==> src/hdl/masku_cfg_pkg.sv <==
// Geometry of the mask unit is fixed at two 64-bit lanes and 512-bit registers and changes only here
`default_nettype none

package masku_cfg_pkg;

  //////////////////////////////
  // Geometry
  //////////////////////////////

  // Lanes side by side in one beat
  localparam int unsigned NrLanes = 2;
  // Width of one lane word
  localparam int unsigned ElenBits = 64;
  // One beat spans every lane
  localparam int unsigned BeatBits = NrLanes * ElenBits;
  // Bits held by one vector register
  localparam int unsigned VlenBits = 512;
  // Lane words per register in each lane
  localparam int unsigned BeatsPerReg = VlenBits / BeatBits;
  // Entries in the write-back queue
  localparam int unsigned ResultQueueDepth = 2;
  // Instruction ids handed out by the sequencer
  localparam int unsigned NrVInsn = 8;

  //////////////////////////////
  // Scalar types
  //////////////////////////////

  typedef logic [ElenBits-1:0] elen_t;
  // Vector length in bits, legal range 1 to VlenBits
  typedef logic [$clog2(VlenBits):0] vl_t;
  typedef logic [$clog2(NrVInsn)-1:0] vid_t;
  typedef logic [4:0] vreg_t;
  // Lane word address, register number times BeatsPerReg plus beat
  typedef logic [6:0] vaddr_t;
  // Beat count, must reach BeatsPerReg itself
  typedef logic [$clog2(BeatsPerReg):0] beat_cnt_t;

endpackage

`default_nettype wire

==> src/hdl/masku_if_pkg.sv <==
// Bundles at the mask unit boundary and between its stages, built on the fixed two-lane geometry
`default_nettype none

package masku_if_pkg;

  import masku_cfg_pkg::*;

  //////////////////////////////
  // Sequencer side
  //////////////////////////////

  // One mask-logical instruction
  typedef struct packed {
    vid_t  id;
    vreg_t vd;
    vl_t   vl;
    // High when the instruction is unmasked
    logic  vm;
  } masku_req_t;

  // One done bit per instruction id
  typedef struct packed {
    logic [NrVInsn-1:0] vinsn_done;
  } masku_resp_t;

  //////////////////////////////
  // Lane side
  //////////////////////////////

  // Operands of one lane for one beat
  typedef struct packed {
    // Result of the operation
    elen_t a;
    // Old value of the destination
    elen_t b;
    // Mask bits, ignored when unmasked
    elen_t m;
  } lane_operands_t;

  // Write-back word for one lane
  typedef struct packed {
    vid_t   id;
    vaddr_t addr;
    elen_t  wdata;
  } result_entry_t;

  // Held instruction plus the beat being issued
  typedef struct packed {
    vid_t      id;
    vreg_t     vd;
    vl_t       vl;
    logic      vm;
    beat_cnt_t beat;
  } beat_info_t;

endpackage

`default_nettype wire

==> src/hdl/masku_insn_ctrl.sv <==
// Holds one instruction at a time and expects vl between 1 and VlenBits from the sequencer
`timescale 1ns/1ns
`default_nettype none

module masku_insn_ctrl (
  input  logic                      clk_i,
  input  logic                      rst_ni,
  // Sequencer
  input  masku_if_pkg::masku_req_t  pe_req_i,
  input  logic                      pe_req_valid_i,
  output logic                      pe_req_ready_o,
  output masku_if_pkg::masku_resp_t pe_resp_o,
  // Toward the merge ALU
  output masku_if_pkg::beat_info_t  beat_info_o,
  output logic                      issue_ok_o,
  input  logic                      issue_fire_i,
  // From the result queue
  input  logic                      pop_i
);

  import masku_cfg_pkg::*;
  import masku_if_pkg::*;

  typedef enum logic {
    st_idle,
    st_busy
  } state_e;

  state_e      state_d, state_q;
  masku_req_t  insn_q;
  // Beats still to issue and still to write back
  beat_cnt_t   issue_cnt_d, issue_cnt_q;
  beat_cnt_t   commit_cnt_d, commit_cnt_q;
  masku_resp_t resp_d;
  logic        accept;

  // vl rounded up to whole beats
  function automatic beat_cnt_t num_beats(input vl_t vl);
    return beat_cnt_t'((vl + BeatBits - 1) / BeatBits);
  endfunction

  //////////////////////////////
  // Sequencer handshake
  //////////////////////////////

  assign pe_req_ready_o = (state_q == st_idle);
  assign accept         = pe_req_valid_i && pe_req_ready_o;

  // Beats left to issue
  assign issue_ok_o = (state_q == st_busy) && (issue_cnt_q != '0);

  // Beat index counts up as issue_cnt counts down
  assign beat_info_o.id   = insn_q.id;
  assign beat_info_o.vd   = insn_q.vd;
  assign beat_info_o.vl   = insn_q.vl;
  assign beat_info_o.vm   = insn_q.vm;
  assign beat_info_o.beat = num_beats(insn_q.vl) - issue_cnt_q;

  //////////////////////////////
  // Counters and done
  //////////////////////////////

  always_comb begin
    state_d      = state_q;
    issue_cnt_d  = issue_cnt_q;
    commit_cnt_d = commit_cnt_q;
    resp_d       = '0;

    if (issue_fire_i) begin
      issue_cnt_d = issue_cnt_q - beat_cnt_t'(1);
    end

    if (pop_i) begin
      commit_cnt_d = commit_cnt_q - beat_cnt_t'(1);
      // Last beat written back, release and flag done next cycle
      if (commit_cnt_q == beat_cnt_t'(1)) begin
        state_d                       = st_idle;
        resp_d.vinsn_done[insn_q.id] = 1'b1;
      end
    end

    // Only possible while idle, so no counter activity collides
    if (accept) begin
      state_d      = st_busy;
      issue_cnt_d  = num_beats(pe_req_i.vl);
      commit_cnt_d = num_beats(pe_req_i.vl);
    end
  end

  always_ff @(posedge clk_i or negedge rst_ni) begin
    if (!rst_ni) begin
      state_q      <= st_idle;
      issue_cnt_q  <= '0;
      commit_cnt_q <= '0;
      pe_resp_o    <= '0;
    end else begin
      state_q      <= state_d;
      issue_cnt_q  <= issue_cnt_d;
      commit_cnt_q <= commit_cnt_d;
      pe_resp_o    <= resp_d;
    end
  end

  // Instruction fields
  always_ff @(posedge clk_i) begin
    if (accept) begin
      insn_q <= pe_req_i;
    end
  end

  //////////////////////////////
  // Checks
  //////////////////////////////

  // Queue pops only beats this instruction pushed
  a_pop_in_range : assert property (@(posedge clk_i) disable iff (!rst_ni)
    pop_i |-> (commit_cnt_q != '0));

  // Sequencer sends legal vector lengths
  a_vl_legal : assert property (@(posedge clk_i) disable iff (!rst_ni)
    accept |-> (pe_req_i.vl != '0) && (pe_req_i.vl <= VlenBits));

endmodule

`default_nettype wire

==> src/hdl/masku_merge_alu.sv <==
// Linear bit layout with no element-width shuffle and only the mask-logical merge
`timescale 1ns/1ns
`default_nettype none

module masku_merge_alu (
  input  logic                                                     clk_i,
  input  logic                                                     rst_ni,
  // From instruction control
  input  masku_if_pkg::beat_info_t                                 beat_info_i,
  input  logic                                                     issue_ok_i,
  output logic                                                     issue_fire_o,
  // Lane operands
  input  masku_if_pkg::lane_operands_t [masku_cfg_pkg::NrLanes-1:0] operand_i,
  input  logic [masku_cfg_pkg::NrLanes-1:0]                         operand_valid_i,
  output logic [masku_cfg_pkg::NrLanes-1:0]                         operand_ready_o,
  // Toward the result queue
  input  logic                                                     queue_full_i,
  output logic                                                     push_o,
  output masku_if_pkg::result_entry_t [masku_cfg_pkg::NrLanes-1:0]  entry_o
);

  import masku_cfg_pkg::*;
  import masku_if_pkg::*;

  logic                      fire;
  // First vector bit index of this beat
  logic [$bits(vl_t):0]      bit_base;
  logic [BeatBits-1:0]       vl_enable;
  logic [BeatBits-1:0]       mask_flat;
  logic [BeatBits-1:0]       bit_enable;
  vaddr_t                    beat_addr;

  //////////////////////////////
  // Handshake
  //////////////////////////////

  // All lanes at once, and only with room to store the beat
  assign fire            = issue_ok_i && (&operand_valid_i) && !queue_full_i;
  assign operand_ready_o = {NrLanes{fire}};
  assign issue_fire_o    = fire;
  assign push_o          = fire;

  //////////////////////////////
  // Bit enable
  //////////////////////////////

  assign bit_base = ($bits(vl_t) + 1)'(beat_info_i.beat * BeatBits);

  // Bits below vl take the new value
  always_comb begin
    for (int i = 0; i < BeatBits; i++) begin
      vl_enable[i] = (bit_base + i) < beat_info_i.vl;
    end
  end

  // Lane 0 holds the low word of the beat
  for (genvar lane = 0; lane < NrLanes; lane++) begin : gen_mask_flat
    assign mask_flat[lane*ElenBits +: ElenBits] = operand_i[lane].m;
  end

  // Masked instructions also need their mask bit set
  assign bit_enable = beat_info_i.vm ? vl_enable : (vl_enable & mask_flat);

  //////////////////////////////
  // Merge and address
  //////////////////////////////

  assign beat_addr = vaddr_t'(beat_info_i.vd) * vaddr_t'(BeatsPerReg) +
                     vaddr_t'(beat_info_i.beat);

  for (genvar lane = 0; lane < NrLanes; lane++) begin : gen_merge
    elen_t lane_en;

    assign lane_en = bit_enable[lane*ElenBits +: ElenBits];

    // Same word address in every lane
    assign entry_o[lane].id    = beat_info_i.id;
    assign entry_o[lane].addr  = beat_addr;
    assign entry_o[lane].wdata = (operand_i[lane].a & lane_en) |
                                 (operand_i[lane].b & ~lane_en);

    // Lanes hold their operands until the beat is taken
    a_operand_stable : assert property (@(posedge clk_i) disable iff (!rst_ni)
      (operand_valid_i[lane] && !operand_ready_o[lane]) |=>
        (operand_valid_i[lane] && $stable(operand_i[lane])));
  end

endmodule

`default_nettype wire

==> src/hdl/masku_result_queue.sv <==
// Two-entry write-back queue where an entry leaves only after every lane has granted it
`timescale 1ns/1ns
`default_nettype none

module masku_result_queue (
  input  logic                                                     clk_i,
  input  logic                                                     rst_ni,
  // From the merge ALU
  input  logic                                                     push_i,
  input  masku_if_pkg::result_entry_t [masku_cfg_pkg::NrLanes-1:0]  entry_i,
  output logic                                                     full_o,
  // To instruction control
  output logic                                                     pop_o,
  // Lane write-back
  output logic [masku_cfg_pkg::NrLanes-1:0]                         result_req_o,
  output masku_if_pkg::result_entry_t [masku_cfg_pkg::NrLanes-1:0]  result_o,
  input  logic [masku_cfg_pkg::NrLanes-1:0]                         result_gnt_i
);

  import masku_cfg_pkg::*;
  import masku_if_pkg::*;

  result_entry_t [ResultQueueDepth-1:0][NrLanes-1:0] data_q;
  // Per-lane pending bits of each entry
  logic [ResultQueueDepth-1:0][NrLanes-1:0]          valid_d, valid_q;
  logic [$clog2(ResultQueueDepth)-1:0]               wr_ptr_d, wr_ptr_q;
  logic [$clog2(ResultQueueDepth)-1:0]               rd_ptr_d, rd_ptr_q;
  logic [$clog2(ResultQueueDepth):0]                 cnt_d, cnt_q;

  assign full_o = (cnt_q == ResultQueueDepth);

  // Head entry drives the lanes
  assign result_req_o = valid_q[rd_ptr_q];
  assign result_o     = data_q[rd_ptr_q];

  //////////////////////////////
  // Queue control
  //////////////////////////////

  always_comb begin
    valid_d  = valid_q;
    wr_ptr_d = wr_ptr_q;
    rd_ptr_d = rd_ptr_q;
    cnt_d    = cnt_q;

    // Granted lanes drop their request next cycle
    for (int lane = 0; lane < NrLanes; lane++) begin
      if (result_req_o[lane] && result_gnt_i[lane]) begin
        valid_d[rd_ptr_q][lane] = 1'b0;
      end
    end

    // Head done once no lane is left pending
    pop_o = (cnt_q != '0) && (valid_d[rd_ptr_q] == '0);
    if (pop_o) begin
      rd_ptr_d = (rd_ptr_q == ResultQueueDepth - 1) ? '0 : rd_ptr_q + 1'b1;
    end

    // New entry requests on every lane
    if (push_i) begin
      valid_d[wr_ptr_q] = '1;
      wr_ptr_d          = (wr_ptr_q == ResultQueueDepth - 1) ? '0 : wr_ptr_q + 1'b1;
    end

    if (push_i && !pop_o) begin
      cnt_d = cnt_q + 1'b1;
    end else if (!push_i && pop_o) begin
      cnt_d = cnt_q - 1'b1;
    end
  end

  always_ff @(posedge clk_i or negedge rst_ni) begin
    if (!rst_ni) begin
      valid_q  <= '0;
      wr_ptr_q <= '0;
      rd_ptr_q <= '0;
      cnt_q    <= '0;
    end else begin
      valid_q  <= valid_d;
      wr_ptr_q <= wr_ptr_d;
      rd_ptr_q <= rd_ptr_d;
      cnt_q    <= cnt_d;
    end
  end

  // Payload storage
  always_ff @(posedge clk_i) begin
    if (push_i) begin
      data_q[wr_ptr_q] <= entry_i;
    end
  end

  //////////////////////////////
  // Checks
  //////////////////////////////

  // ALU holds off while the queue is full
  a_no_push_full : assert property (@(posedge clk_i) disable iff (!rst_ni)
    push_i |-> !full_o);

  // Lanes grant only what is requested
  a_gnt_has_req : assert property (@(posedge clk_i) disable iff (!rst_ni)
    (result_gnt_i & ~result_req_o) == '0);

endmodule

`default_nettype wire

==> src/hdl/masku_top.sv <==
// Two-lane mask unit for mask-logical instructions only, one instruction in flight at a time
`timescale 1ns/1ns
`default_nettype none

module masku_top (
  input  logic                                                     clk_i,
  input  logic                                                     rst_ni,
  // Sequencer
  input  masku_if_pkg::masku_req_t                                 pe_req_i,
  input  logic                                                     pe_req_valid_i,
  output logic                                                     pe_req_ready_o,
  output masku_if_pkg::masku_resp_t                                pe_resp_o,
  // Lane operands
  input  masku_if_pkg::lane_operands_t [masku_cfg_pkg::NrLanes-1:0] operand_i,
  input  logic [masku_cfg_pkg::NrLanes-1:0]                         operand_valid_i,
  output logic [masku_cfg_pkg::NrLanes-1:0]                         operand_ready_o,
  // Lane write-back
  output logic [masku_cfg_pkg::NrLanes-1:0]                         result_req_o,
  output masku_if_pkg::result_entry_t [masku_cfg_pkg::NrLanes-1:0]  result_o,
  input  logic [masku_cfg_pkg::NrLanes-1:0]                         result_gnt_i
);

  import masku_cfg_pkg::*;
  import masku_if_pkg::*;

  beat_info_t                  beat_info;
  logic                        issue_ok;
  logic                        issue_fire;
  logic                        push;
  logic                        queue_full;
  logic                        pop;
  result_entry_t [NrLanes-1:0] entry;

  // Instruction hold, beat counters and done pulse
  masku_insn_ctrl u_insn_ctrl (
    .clk_i          (clk_i),
    .rst_ni         (rst_ni),
    .pe_req_i       (pe_req_i),
    .pe_req_valid_i (pe_req_valid_i),
    .pe_req_ready_o (pe_req_ready_o),
    .pe_resp_o      (pe_resp_o),
    .beat_info_o    (beat_info),
    .issue_ok_o     (issue_ok),
    .issue_fire_i   (issue_fire),
    .pop_i          (pop)
  );

  // Per-beat merge of a and b
  masku_merge_alu u_merge_alu (
    .clk_i           (clk_i),
    .rst_ni          (rst_ni),
    .beat_info_i     (beat_info),
    .issue_ok_i      (issue_ok),
    .issue_fire_o    (issue_fire),
    .operand_i       (operand_i),
    .operand_valid_i (operand_valid_i),
    .operand_ready_o (operand_ready_o),
    .queue_full_i    (queue_full),
    .push_o          (push),
    .entry_o         (entry)
  );

  // Write-back toward the lanes
  masku_result_queue u_result_queue (
    .clk_i        (clk_i),
    .rst_ni       (rst_ni),
    .push_i       (push),
    .entry_i      (entry),
    .full_o       (queue_full),
    .pop_o        (pop),
    .result_req_o (result_req_o),
    .result_o     (result_o),
    .result_gnt_i (result_gnt_i)
  );

endmodule

`default_nettype wire

==> config.mk <==
export PLATFORM = sky130hd
export DESIGN_NAME = masku_top
export DESIGN_NICKNAME = d
export VERILOG_FILES = /design/src/hdl/masku_cfg_pkg.sv /design/src/hdl/masku_if_pkg.sv /design/src/hdl/masku_insn_ctrl.sv /design/src/hdl/masku_merge_alu.sv /design/src/hdl/masku_result_queue.sv /design/src/hdl/masku_top.sv
export SDC_FILE = /design/constraint.sdc
export NUM_CORES = 1
export LEC_CHECK = 0
export ABC_CLOCK_PERIOD_IN_PS = 7300
export BUFFER_PORTS_ARGS = -buffer_cell sky130_fd_sc_hd__buf_2
export CORE_AREA = 2 2 222 224
export CTS_BUF_LIST = sky130_fd_sc_hd__clkbuf_2
export CTS_CLUSTER_SIZE = 16
export DETAILED_ROUTE_END_ITERATION = 16
export DIE_AREA = 0 0 224 226
export GPL_ROUTABILITY_DRIVEN = 0
export PLACE_DENSITY = 0.55
export SETUP_SLACK_MARGIN = 0.1
export SLEW_MARGIN = 30
export SYNTH_ARGS = -nofsm -noshare
export SYNTH_HDL_FRONTEND = slang
export SYNTH_SLANG_ARGS = --single-unit
==> constraint.sdc <==
create_clock -name clk_i -period 7.3 [get_ports clk_i]
set_clock_uncertainty 0.15 [all_clocks]
set_input_delay 0.73 -clock clk_i [delete_from_list [all_inputs] [get_ports clk_i]]
set_output_delay 0.73 -clock clk_i [all_outputs]
set_load 0.03 [all_outputs]
# After elaboration in Yosys (flattened, before gate mapping)
# Cells that the tools add are included.
# classes
add_sub_neg,139
n_lt_le_gt_ge,134
n_eq_ne,2
muxes,34
n_bitwise,15
n_reduce_logical,24
# ops
op,n
$lt 32x10->1,127
$add 10x7->11 const B,64
$mux 148,3
$add 10x6->11 const B,32
$bwmux 296,1
$and 64x64->64,4
$add 10x5->11 const B,16
$demux 148 s1,1
$and 128x128->128,1
$mux 128,1
$not 64->64,2
$or 64x64->64,2
$add 10x4->11 const B,8
$add 10x3->11 const B,4
$add 10x2->11 const B,2
$add 10x8->10 const B,2
$sub 10x1->10 const B,2
$mux 2,8
$mux 8,2
$logic_and 1x1->1,12
$mux 3,4
$mux 4,3
$add 10x1->11 const B,1
$lt 10x10->1,1
other kinds (24),45
# word_totals
ff_bits,338
input_bits,410
output_inout_bits,161
word_cells,373

# Logic depth before layout (Yosys ltp)
# Gate-level depths: netlist of run 1.
# depth
depth_word,16
mapped_depth,17
depth_no_buf,13

# By module
# A second synthesis of run 1 with hierarchy kept.
# unflattened
hier_cells,1089
hier_area_um2,16393.2
# by_module_without_submodules
module,n_inst,cells_each,area_per_inst_um2,seq_area_each_um2
masku_result_queue,1,497,11025.6,9088.7
masku_merge_alu,1,487,3940.0,0.0
masku_insn_ctrl,1,105,1427.6,945.9

# Least setup slack after synthesis of run 1
# Ideal clock, no wire load.
# synth_path
path_kind,input port to flip-flop
start,input operand_valid_i[0] (netlist name)
end,"register u_result_queue.data_q[148] (netlist name), enable pin"
setup_ns,0.515
arrival_time_ns,4.634
required_ns,6.635
setup_slack_ns,2.001
stages,3
path_buffers,0
path_cell_list,nand2_1 -> a2111oi_4 -> and2_1
# synth_between
elab_chain_cells,3
# synth_rtl
item,line,rtl
from (decl),masku_top.sv:15,"input logic [masku_cfg_pkg::NrLanes-1:0] operand_valid_i,"
$reduce_and 2->1,masku_merge_alu.sv:38,assign fire = issue_ok_i && (&operand_valid_i) && !queue_full_i;
$logic_and 1x1->1 (2 in a row),masku_merge_alu.sv:38,
via issue_fire,masku_top.sv:28,logic issue_fire;
"to (signal, indexed assignment)",masku_result_queue.sv:89,data_q[wr_ptr_q] <= entry_i;
to (decl),masku_result_queue.sv:23,result_entry_t [ResultQueueDepth-1:0][NrLanes-1:0] data_q;
# The timed path passes the listed nets, and every way through them passes these cells.
# A chain may end at the register's enable or synchronous reset.

==> impl_metrics.env, run 1 <==
export IMPL_htree_levels=3
export IMPL_synth_top_family_by_area="multiplexers"
export IMPL_clkLatencyLatePin_ns=1.07
export IMPL_dp_hpwl_mm=45.63
export IMPL_synthToLayoutAreaGrowth_pct=45.64
export IMPL_yosys_area_share_xor_xnor_pct=0.9019
export IMPL_start_util_pct=32.14
export IMPL_cts_max_path_buffers=3
export IMPL_crit_family="simple AND/OR/NAND/NOR gates"
export IMPL_dominantRegCellSynth="edfxtp_1"
export IMPL_synth_edff_count=295
export IMPL_root_buffer="clkbuf_2"
export IMPL_p_leak_uw=0.009105
export IMPL_ioPinCount=571
export IMPL_die_w_um=224
export IMPL_period_share_pct=90.21
export IMPL_synth_area_top_cells="edfxtp_1, mux2_2, o221ai_1"
export IMPL_num_rows=81
export IMPL_cts_resized=0
export IMPL_ys_types=55
export IMPL_ant_nets=0
export IMPL_synth_commonest_cells="edfxtp_1, mux2_2, o221ai_1, nor2_1, clkbuf_1"
export IMPL_cts_tree="built"
export IMPL_regArea_um2=9438
export IMPL_synthSimpleGateAreaFrac_pct=5.162
export IMPL_syn_inst=1044
export IMPL_hold_path_class="primary input to register"
export IMPL_cpPeakStageDelay_ns=0.78
export IMPL_synth_area_mux_share_pct=19.94
export IMPL_vias=13260
export IMPL_total_power_uw=9671
export IMPL_first_pass_iters=5
export IMPL_fin_crit_ns=6.585
export IMPL_max_cap_violations=0
export IMPL_cp_cell_sequence="nor4_2 > nand2_1 > xnor2_1 > ha_1 > fa_1 > xnor2_1 > xnor2_1 > xnor2_1 > ha_1 > and4b_1 > nand2_2 > o221ai_1 > mux2_2 > dlygate4sd3_1"
export IMPL_ys_ff_latch=318
export IMPL_rsz0062_at_grt="false"
export IMPL_nets=2348
export IMPL_worst_pin_slew_ns=0.9383
export IMPL_grt_total_usage_pct=23.86
export IMPL_vias_per_cell=5.064
export IMPL_setup_viol=0
export IMPL_drv_slew=0
export IMPL_portBuffers=570
export IMPL_dieArea_um2=50620
export IMPL_netlist_top_cell_by_area="edfxtp_1"
export IMPL_synthAdderAreaFrac_pct=1.095
export IMPL_layout_drive_gt1_share_pct=51.86
export IMPL_status="finished clean"
export IMPL_wirelength_mm=62.99
export IMPL_antenna_found_initial=11
export IMPL_cts_inserted_buffers=89
export IMPL_relSlewSlack_pct=37.17
export IMPL_clock_fmax_mhz=151.9
export IMPL_synth_compound_area_share_pct=9.140
export IMPL_drt_iter0_drc=714
export IMPL_grt_pass1_vias=13360
export IMPL_path_class="register to register"
export IMPL_grt_first_pass_wirelength_mm=86.39
export IMPL_synth_async_reset_ratio_pct=7.233
export IMPL_p_per_area_nw_per_um2=427.3
export IMPL_cts_sinks=318
export IMPL_hold_violations=0
export IMPL_cp_end_kind="register"
export IMPL_fin_tns_setup_ns=0
export IMPL_yosys_area_top_type_share_pct=57.01
export IMPL_grt_max_degree=82
export IMPL_synthesis_nets=1467
export IMPL_yosysSeqAreaShare_pct=60.72
export IMPL_gr_total_overflow=0
export IMPL_synth_avg_cell_area_um2=14.88
export IMPL_coreArea_um2=48340
export IMPL_yosysWarningCount=0
export IMPL_die_height_um=226
export IMPL_required_ns=7.95
export IMPL_wl_per_cell_um=24.06
export IMPL_cp_start_kind="register"
export IMPL_synth_most_common_cell="edfxtp_1"
export IMPL_fill_cells=4490
export IMPL_slowest_stage="and4b_1"
export IMPL_final_util_pct=46.81
export IMPL_path_clk_slew_ns=0.11
export IMPL_drc=0
export IMPL_critPathMaxFanout=31
export IMPL_synth_cell_area_um2=15540
export IMPL_critPathBufInv=1
export IMPL_multi_input_area_um2=5679
export IMPL_cp_common_cell="xnor2_1"
export IMPL_ir_drop_mv=0.2222
export IMPL_cp_arrival_ns=7.23
-- per-layer routing --
layer  up-vias  wire, um  global-route usage, %
li1       5979         -                      -
met3       144      4633                  7.091
met2       640     30830                  40.13
met1      6484     25180                  28.46
met4        10      2281                  10.04
met5         -        69                      0
-- final timing paths --
kind | from | endpoint | slack [ns] | cells after the start
max | u_insn_ctrl.beat_info_o[6]$_DFFE_PP_ | u_result_queue.data_q[87]$_DFFE_PP_ | 0.71 | 14
min reg2reg | u_result_queue.valid_q[3]$_DFF_PN0_ | u_result_queue.valid_q[3]$_DFF_PN0_ | 0.34 | 1
min | pe_req_i[15] | u_insn_ctrl.beat_info_o[18]$_DFFE_PP_ | 0.21 | 2
min in group asynchronous | rst_ni | u_insn_ctrl.commit_cnt_q[2]$_DFFE_PN0P_ | 0.55 | 4
max in group asynchronous | rst_ni | u_result_queue.rd_ptr_q$_DFFE_PN0P_ | 6.27 | 4
max reg2reg | u_insn_ctrl.beat_info_o[6]$_DFFE_PP_ | u_result_queue.data_q[87]$_DFFE_PP_ | 0.71 | 14
-- layout by cell type, fill, tap and decap left out, drive strengths merged, types with 3 or more instances in the layout --
master	count
nor2	45
dlygate4sd3	282
o2111ai	29
o21ai	16
nor2b	3
edfxtp	295
nand4	3
buf	589
a21oi	8
o221ai	81
ha	12
and2	7
or2	7
xnor2	10
o211ai	9
xor2	6
a211oi	7
a21o	5
nand3	33
diode	8
clkbuf	138
and3	3
mux2	270
inv	21
nand2	28
nand2b	7
dfrtp	23
nor3	12
clkinv	12
-- registers in the layout (all words and copies together) (netlist names) --
register,flops
u_result_queue.data_q,276
u_insn_ctrl.beat_info_o,19
u_insn_ctrl.pe_resp_o,8
u_result_queue.valid_q,4
u_insn_ctrl.commit_cnt_q,3
u_insn_ctrl.issue_cnt_q,3
u_result_queue.cnt_q,2
u_insn_ctrl.state_q,1
u_result_queue.rd_ptr_q,1
u_result_queue.wr_ptr_q,1
-- report_power, final --
part	internal, uW	switching [uW]	leakage (uW)	total (uW)
logic	2580	3100	0.00553	5680
registers	2620	113	0.00297	2730
clock network	494	770	0.000606	1260
-- cell type report --
class,count,share of cell area [%]
flip-flops and latches,318,41.71
repair buffers,871,25.98
multi-input cells,626,25.10
well taps,622,3.439
clock buffers,138,3.052
inverters,19,0.3373
clock inverters,16,0.3041
diodes,8,0.08847
-- per-stage QoR --
step | cells | hold WS, ns | worst slack (ns) | cell area (um2)
finish | 2618 | 0.2145 | 0.7147 | 22630
CTS | 2610 | 0.05048 | 0.7867 | 22610
global route | 2618 | 0.04240 | 0.2324 | 22630
floorplan | 1044 | 0.2844 | 2.001 | 15540
detailed placement | 2173 | 0.3157 | 1.382 | 19000
global placement | 2168 | 0.3067 | 1.312 | 18920
-- logic make-up (layout without fill, tap and decap cells) --
kind of cell	Yosys count	in the layout
compound gates	163	163
xor+xnor	16	16
fa+ha+maj	13	13
buf+inv	100	1044
flops	318	318
mux	272	272
other cells	0	8
simple gates	162	162
-- what timing repair did --
action,in CTS,in global routing
buffers inserted,0,0
hold endpoints to repair,314,0
hold buffers,283,0
(Power assumes the default switching activity.)
==> inputs of run 2 (changes only) <==
--- a/config.mk
+++ b/config.mk
@@ -7,13 +7,13 @@
 export LEC_CHECK = 0
 export ABC_CLOCK_PERIOD_IN_PS = 7300
 export BUFFER_PORTS_ARGS = -buffer_cell sky130_fd_sc_hd__buf_2
-export CORE_AREA = 2 2 222 224
+export CORE_AREA = 2 2 219 221
 export CTS_BUF_LIST = sky130_fd_sc_hd__clkbuf_2
 export CTS_CLUSTER_SIZE = 16
 export DETAILED_ROUTE_END_ITERATION = 16
-export DIE_AREA = 0 0 224 226
+export DIE_AREA = 0 0 221 223
 export GPL_ROUTABILITY_DRIVEN = 0
-export PLACE_DENSITY = 0.55
+export PLACE_DENSITY = 0.56
 export SETUP_SLACK_MARGIN = 0.1
 export SLEW_MARGIN = 30
 export SYNTH_ARGS = -nofsm -noshare
==> run 2 against run 1 <==
Sequential share of layout area hardly changed. Die area down 2.6%. Clock power grew 5%. Register-to-register slack improved by 0.40 ns. Via count rose by 1.1%. Critical path depth rose by 2. Final area hardly changed. Hold slack gained 0.053 ns. First-iteration DRC count is 15% higher. Final cell count down 0.23%. Combinational power down 2%. Utilization rose by 1.2 points.
==> impl_metrics.env, run 2 (synthesized netlist as in run 1, its figures left out) <==
export IMPL_dieArea_um2=49280
export IMPL_cp_arrival_ns=6.82
export IMPL_cts_resized=0
export IMPL_fin_cells=2612
export IMPL_clkLatencyLatePin_ns=1.03
export IMPL_antenna_found_initial=16
export IMPL_cts_setup_buffers=0
export IMPL_layout_commonest_cell="buf_2"
export IMPL_post_place_cells=2163
export IMPL_drc=0
export IMPL_vias_per_cell=5.133
export IMPL_required_ns=7.93
export IMPL_cts_tree="built"
export IMPL_vias=13410
export IMPL_wl_per_cell_um=24.15
export IMPL_coreArea_um2=47150
export IMPL_path_class="register to register"
export IMPL_top_register="u_result_queue.data_q"
export IMPL_period_share_pct=84.78
export IMPL_fin_tns_setup_ns=0
export IMPL_start_util_pct=32.96
export IMPL_p_per_area_nw_per_um2=427.5
export IMPL_path_clk_slew_ns=0.10
export IMPL_die_height_um=223
export IMPL_wirelength_mm=63.09
export IMPL_fin_crit_ns=6.189
export IMPL_grt_max_degree=141
export IMPL_grt_total_usage_pct=24.73
export IMPL_setup_viol=0
export IMPL_hold_path_class="primary input to register"
export IMPL_htree_levels=3
export IMPL_num_rows=80
export IMPL_die_w_um=221
export IMPL_dp_hpwl_mm=44.52
export IMPL_largest_reg_flops=276
export IMPL_cts_sinks=318
export IMPL_hold_violations=0
export IMPL_ant_nets=0
export IMPL_cts_hold_buffers=283
export IMPL_cts_max_path_buffers=3
export IMPL_layout_drive_gt1_share_pct=51.72
export IMPL_status="finished clean"
export IMPL_clock_fmax_mhz=161.6
export IMPL_cts_inserted_buffers=88
export IMPL_rr_worst_depth=16
export IMPL_first_pass_iters=6
export IMPL_ioPinCount=571
export IMPL_synthToLayoutAreaGrowth_pct=45.62
export IMPL_root_buffer="clkbuf_2"
export IMPL_cp_end_kind="register"
export IMPL_max_cap_violations=0
export IMPL_nets=2344
export IMPL_cp_start_kind="register"
export IMPL_gr_total_overflow=0
export IMPL_layout_common_cells="buf_2, edfxtp_1, dlygate4sd3_1"
export IMPL_worst_pin_slew_ns=1.029
export IMPL_drt_iter0_drc=821
export IMPL_portBuffers=570
export IMPL_rsz0062_at_grt="false"
export IMPL_relSlewSlack_pct=31.16
export IMPL_ir_drop_mv=0.2415
export IMPL_fill_cells=4418
export IMPL_drv_slew=0
export IMPL_grt_first_pass_wirelength_mm=88.78
export IMPL_critPathMaxFanout=21
export IMPL_grt_pass1_vias=13840
export IMPL_p_leak_uw=0.009091
export IMPL_hold_path_depth=2
run 2: cell count changes in the layout (fill, tap and decap cells not counted), sizes merged:
| cell | change |
|---|---|
| buf | -3 |
| bufinv | +2 |
| clkbuf | -7 |
| clkinv | +4 |
| clkinvlp | -2 |
| diode | +7 |
run 2: layout make-up:
cell class | instances | area [um2] | share of cell area, %
flip-flops and latches | 318 | 9438 | 41.71
repair buffers | 868 | 5824 | 25.74
multi-input cells | 626 | 5688 | 25.14
well taps | 615 | 769.5 | 3.401
clock buffers | 131 | 655.6 | 2.898
clock inverters | 20 | 133.9 | 0.5917
inverters | 19 | 78.83 | 0.3484
diodes | 15 | 37.54 | 0.1659
run 2: path summary, 6_finish.rpt:
kind                                                      start                                 endpoint  slack, ns
setup / recovery           u_insn_ctrl.beat_info_o[6]$_DFFE_PP_     u_result_queue.data_q[170]$_DFFE_PP_       1.11
hold / removal                                     pe_req_i[15]    u_insn_ctrl.beat_info_o[18]$_DFFE_PP_       0.27
setup reg to reg           u_insn_ctrl.beat_info_o[6]$_DFFE_PP_     u_result_queue.data_q[170]$_DFFE_PP_       1.11
hold reg to reg             u_result_queue.valid_q[3]$_DFF_PN0_      u_result_queue.valid_q[3]$_DFF_PN0_       0.34
max in group asynchronous                                rst_ni      u_result_queue.rd_ptr_q$_DFFE_PN0P_       6.22
min in group asynchronous                                rst_ni  u_insn_ctrl.commit_cnt_q[1]$_DFFE_PN0P_       0.58
run 2: critical path, cell delays in order (launching register included):
cell and delay [ns]:
edfxtp_1 0.66, nor4_2 0.67, nand2_1 0.14, xnor2_1 0.16, ha_1 0.19, fa_1 0.39, xnor2_1 0.18, xnor2_1 0.16
xnor2_1 0.18, ha_1 0.39, and4b_1 0.23, buf_4 0.20, a211oi_4 0.89, buf_4 0.32, o221ai_2 0.11, mux2_4 0.32
dlygate4sd3_1 0.58
run 2: metrics by stage:
step / power, uW / area, um2 / hold WS (ns) / setup WS [ns] / utilization [%]
floorplan: 6261 / 15540 / 0.2844 / 2.001 / -
global placement: 7528 / 18920 / 0.3054 / 1.613 / 40.13
detailed placement: 7651 / 18950 / 0.3148 / 1.720 / 40.20
CTS: 9703 / 22580 / 0.07247 / 1.157 / 47.90
global route: 10180 / 22620 / 0.1367 / 0.7927 / 47.97
finish: 9671 / 22630 / 0.2679 / 1.111 / 47.99
run 2: per-layer routing:
layer	GRT usage, %	up-vias	wire (um)
met5	0	-	38
met4	11.04	6	2387
li1	-	5980	-
met2	41.26	690	30460
met1	30.21	6582	25390
met3	6.308	149	4812
run 2: power breakdown:
group	leakage [uW]	internal (uW)	switching, uW	total [uW]
sequential	0.00297	2620	153	2770
clock	0.000611	544	777	1320
combinational	0.00551	2540	3050	5580
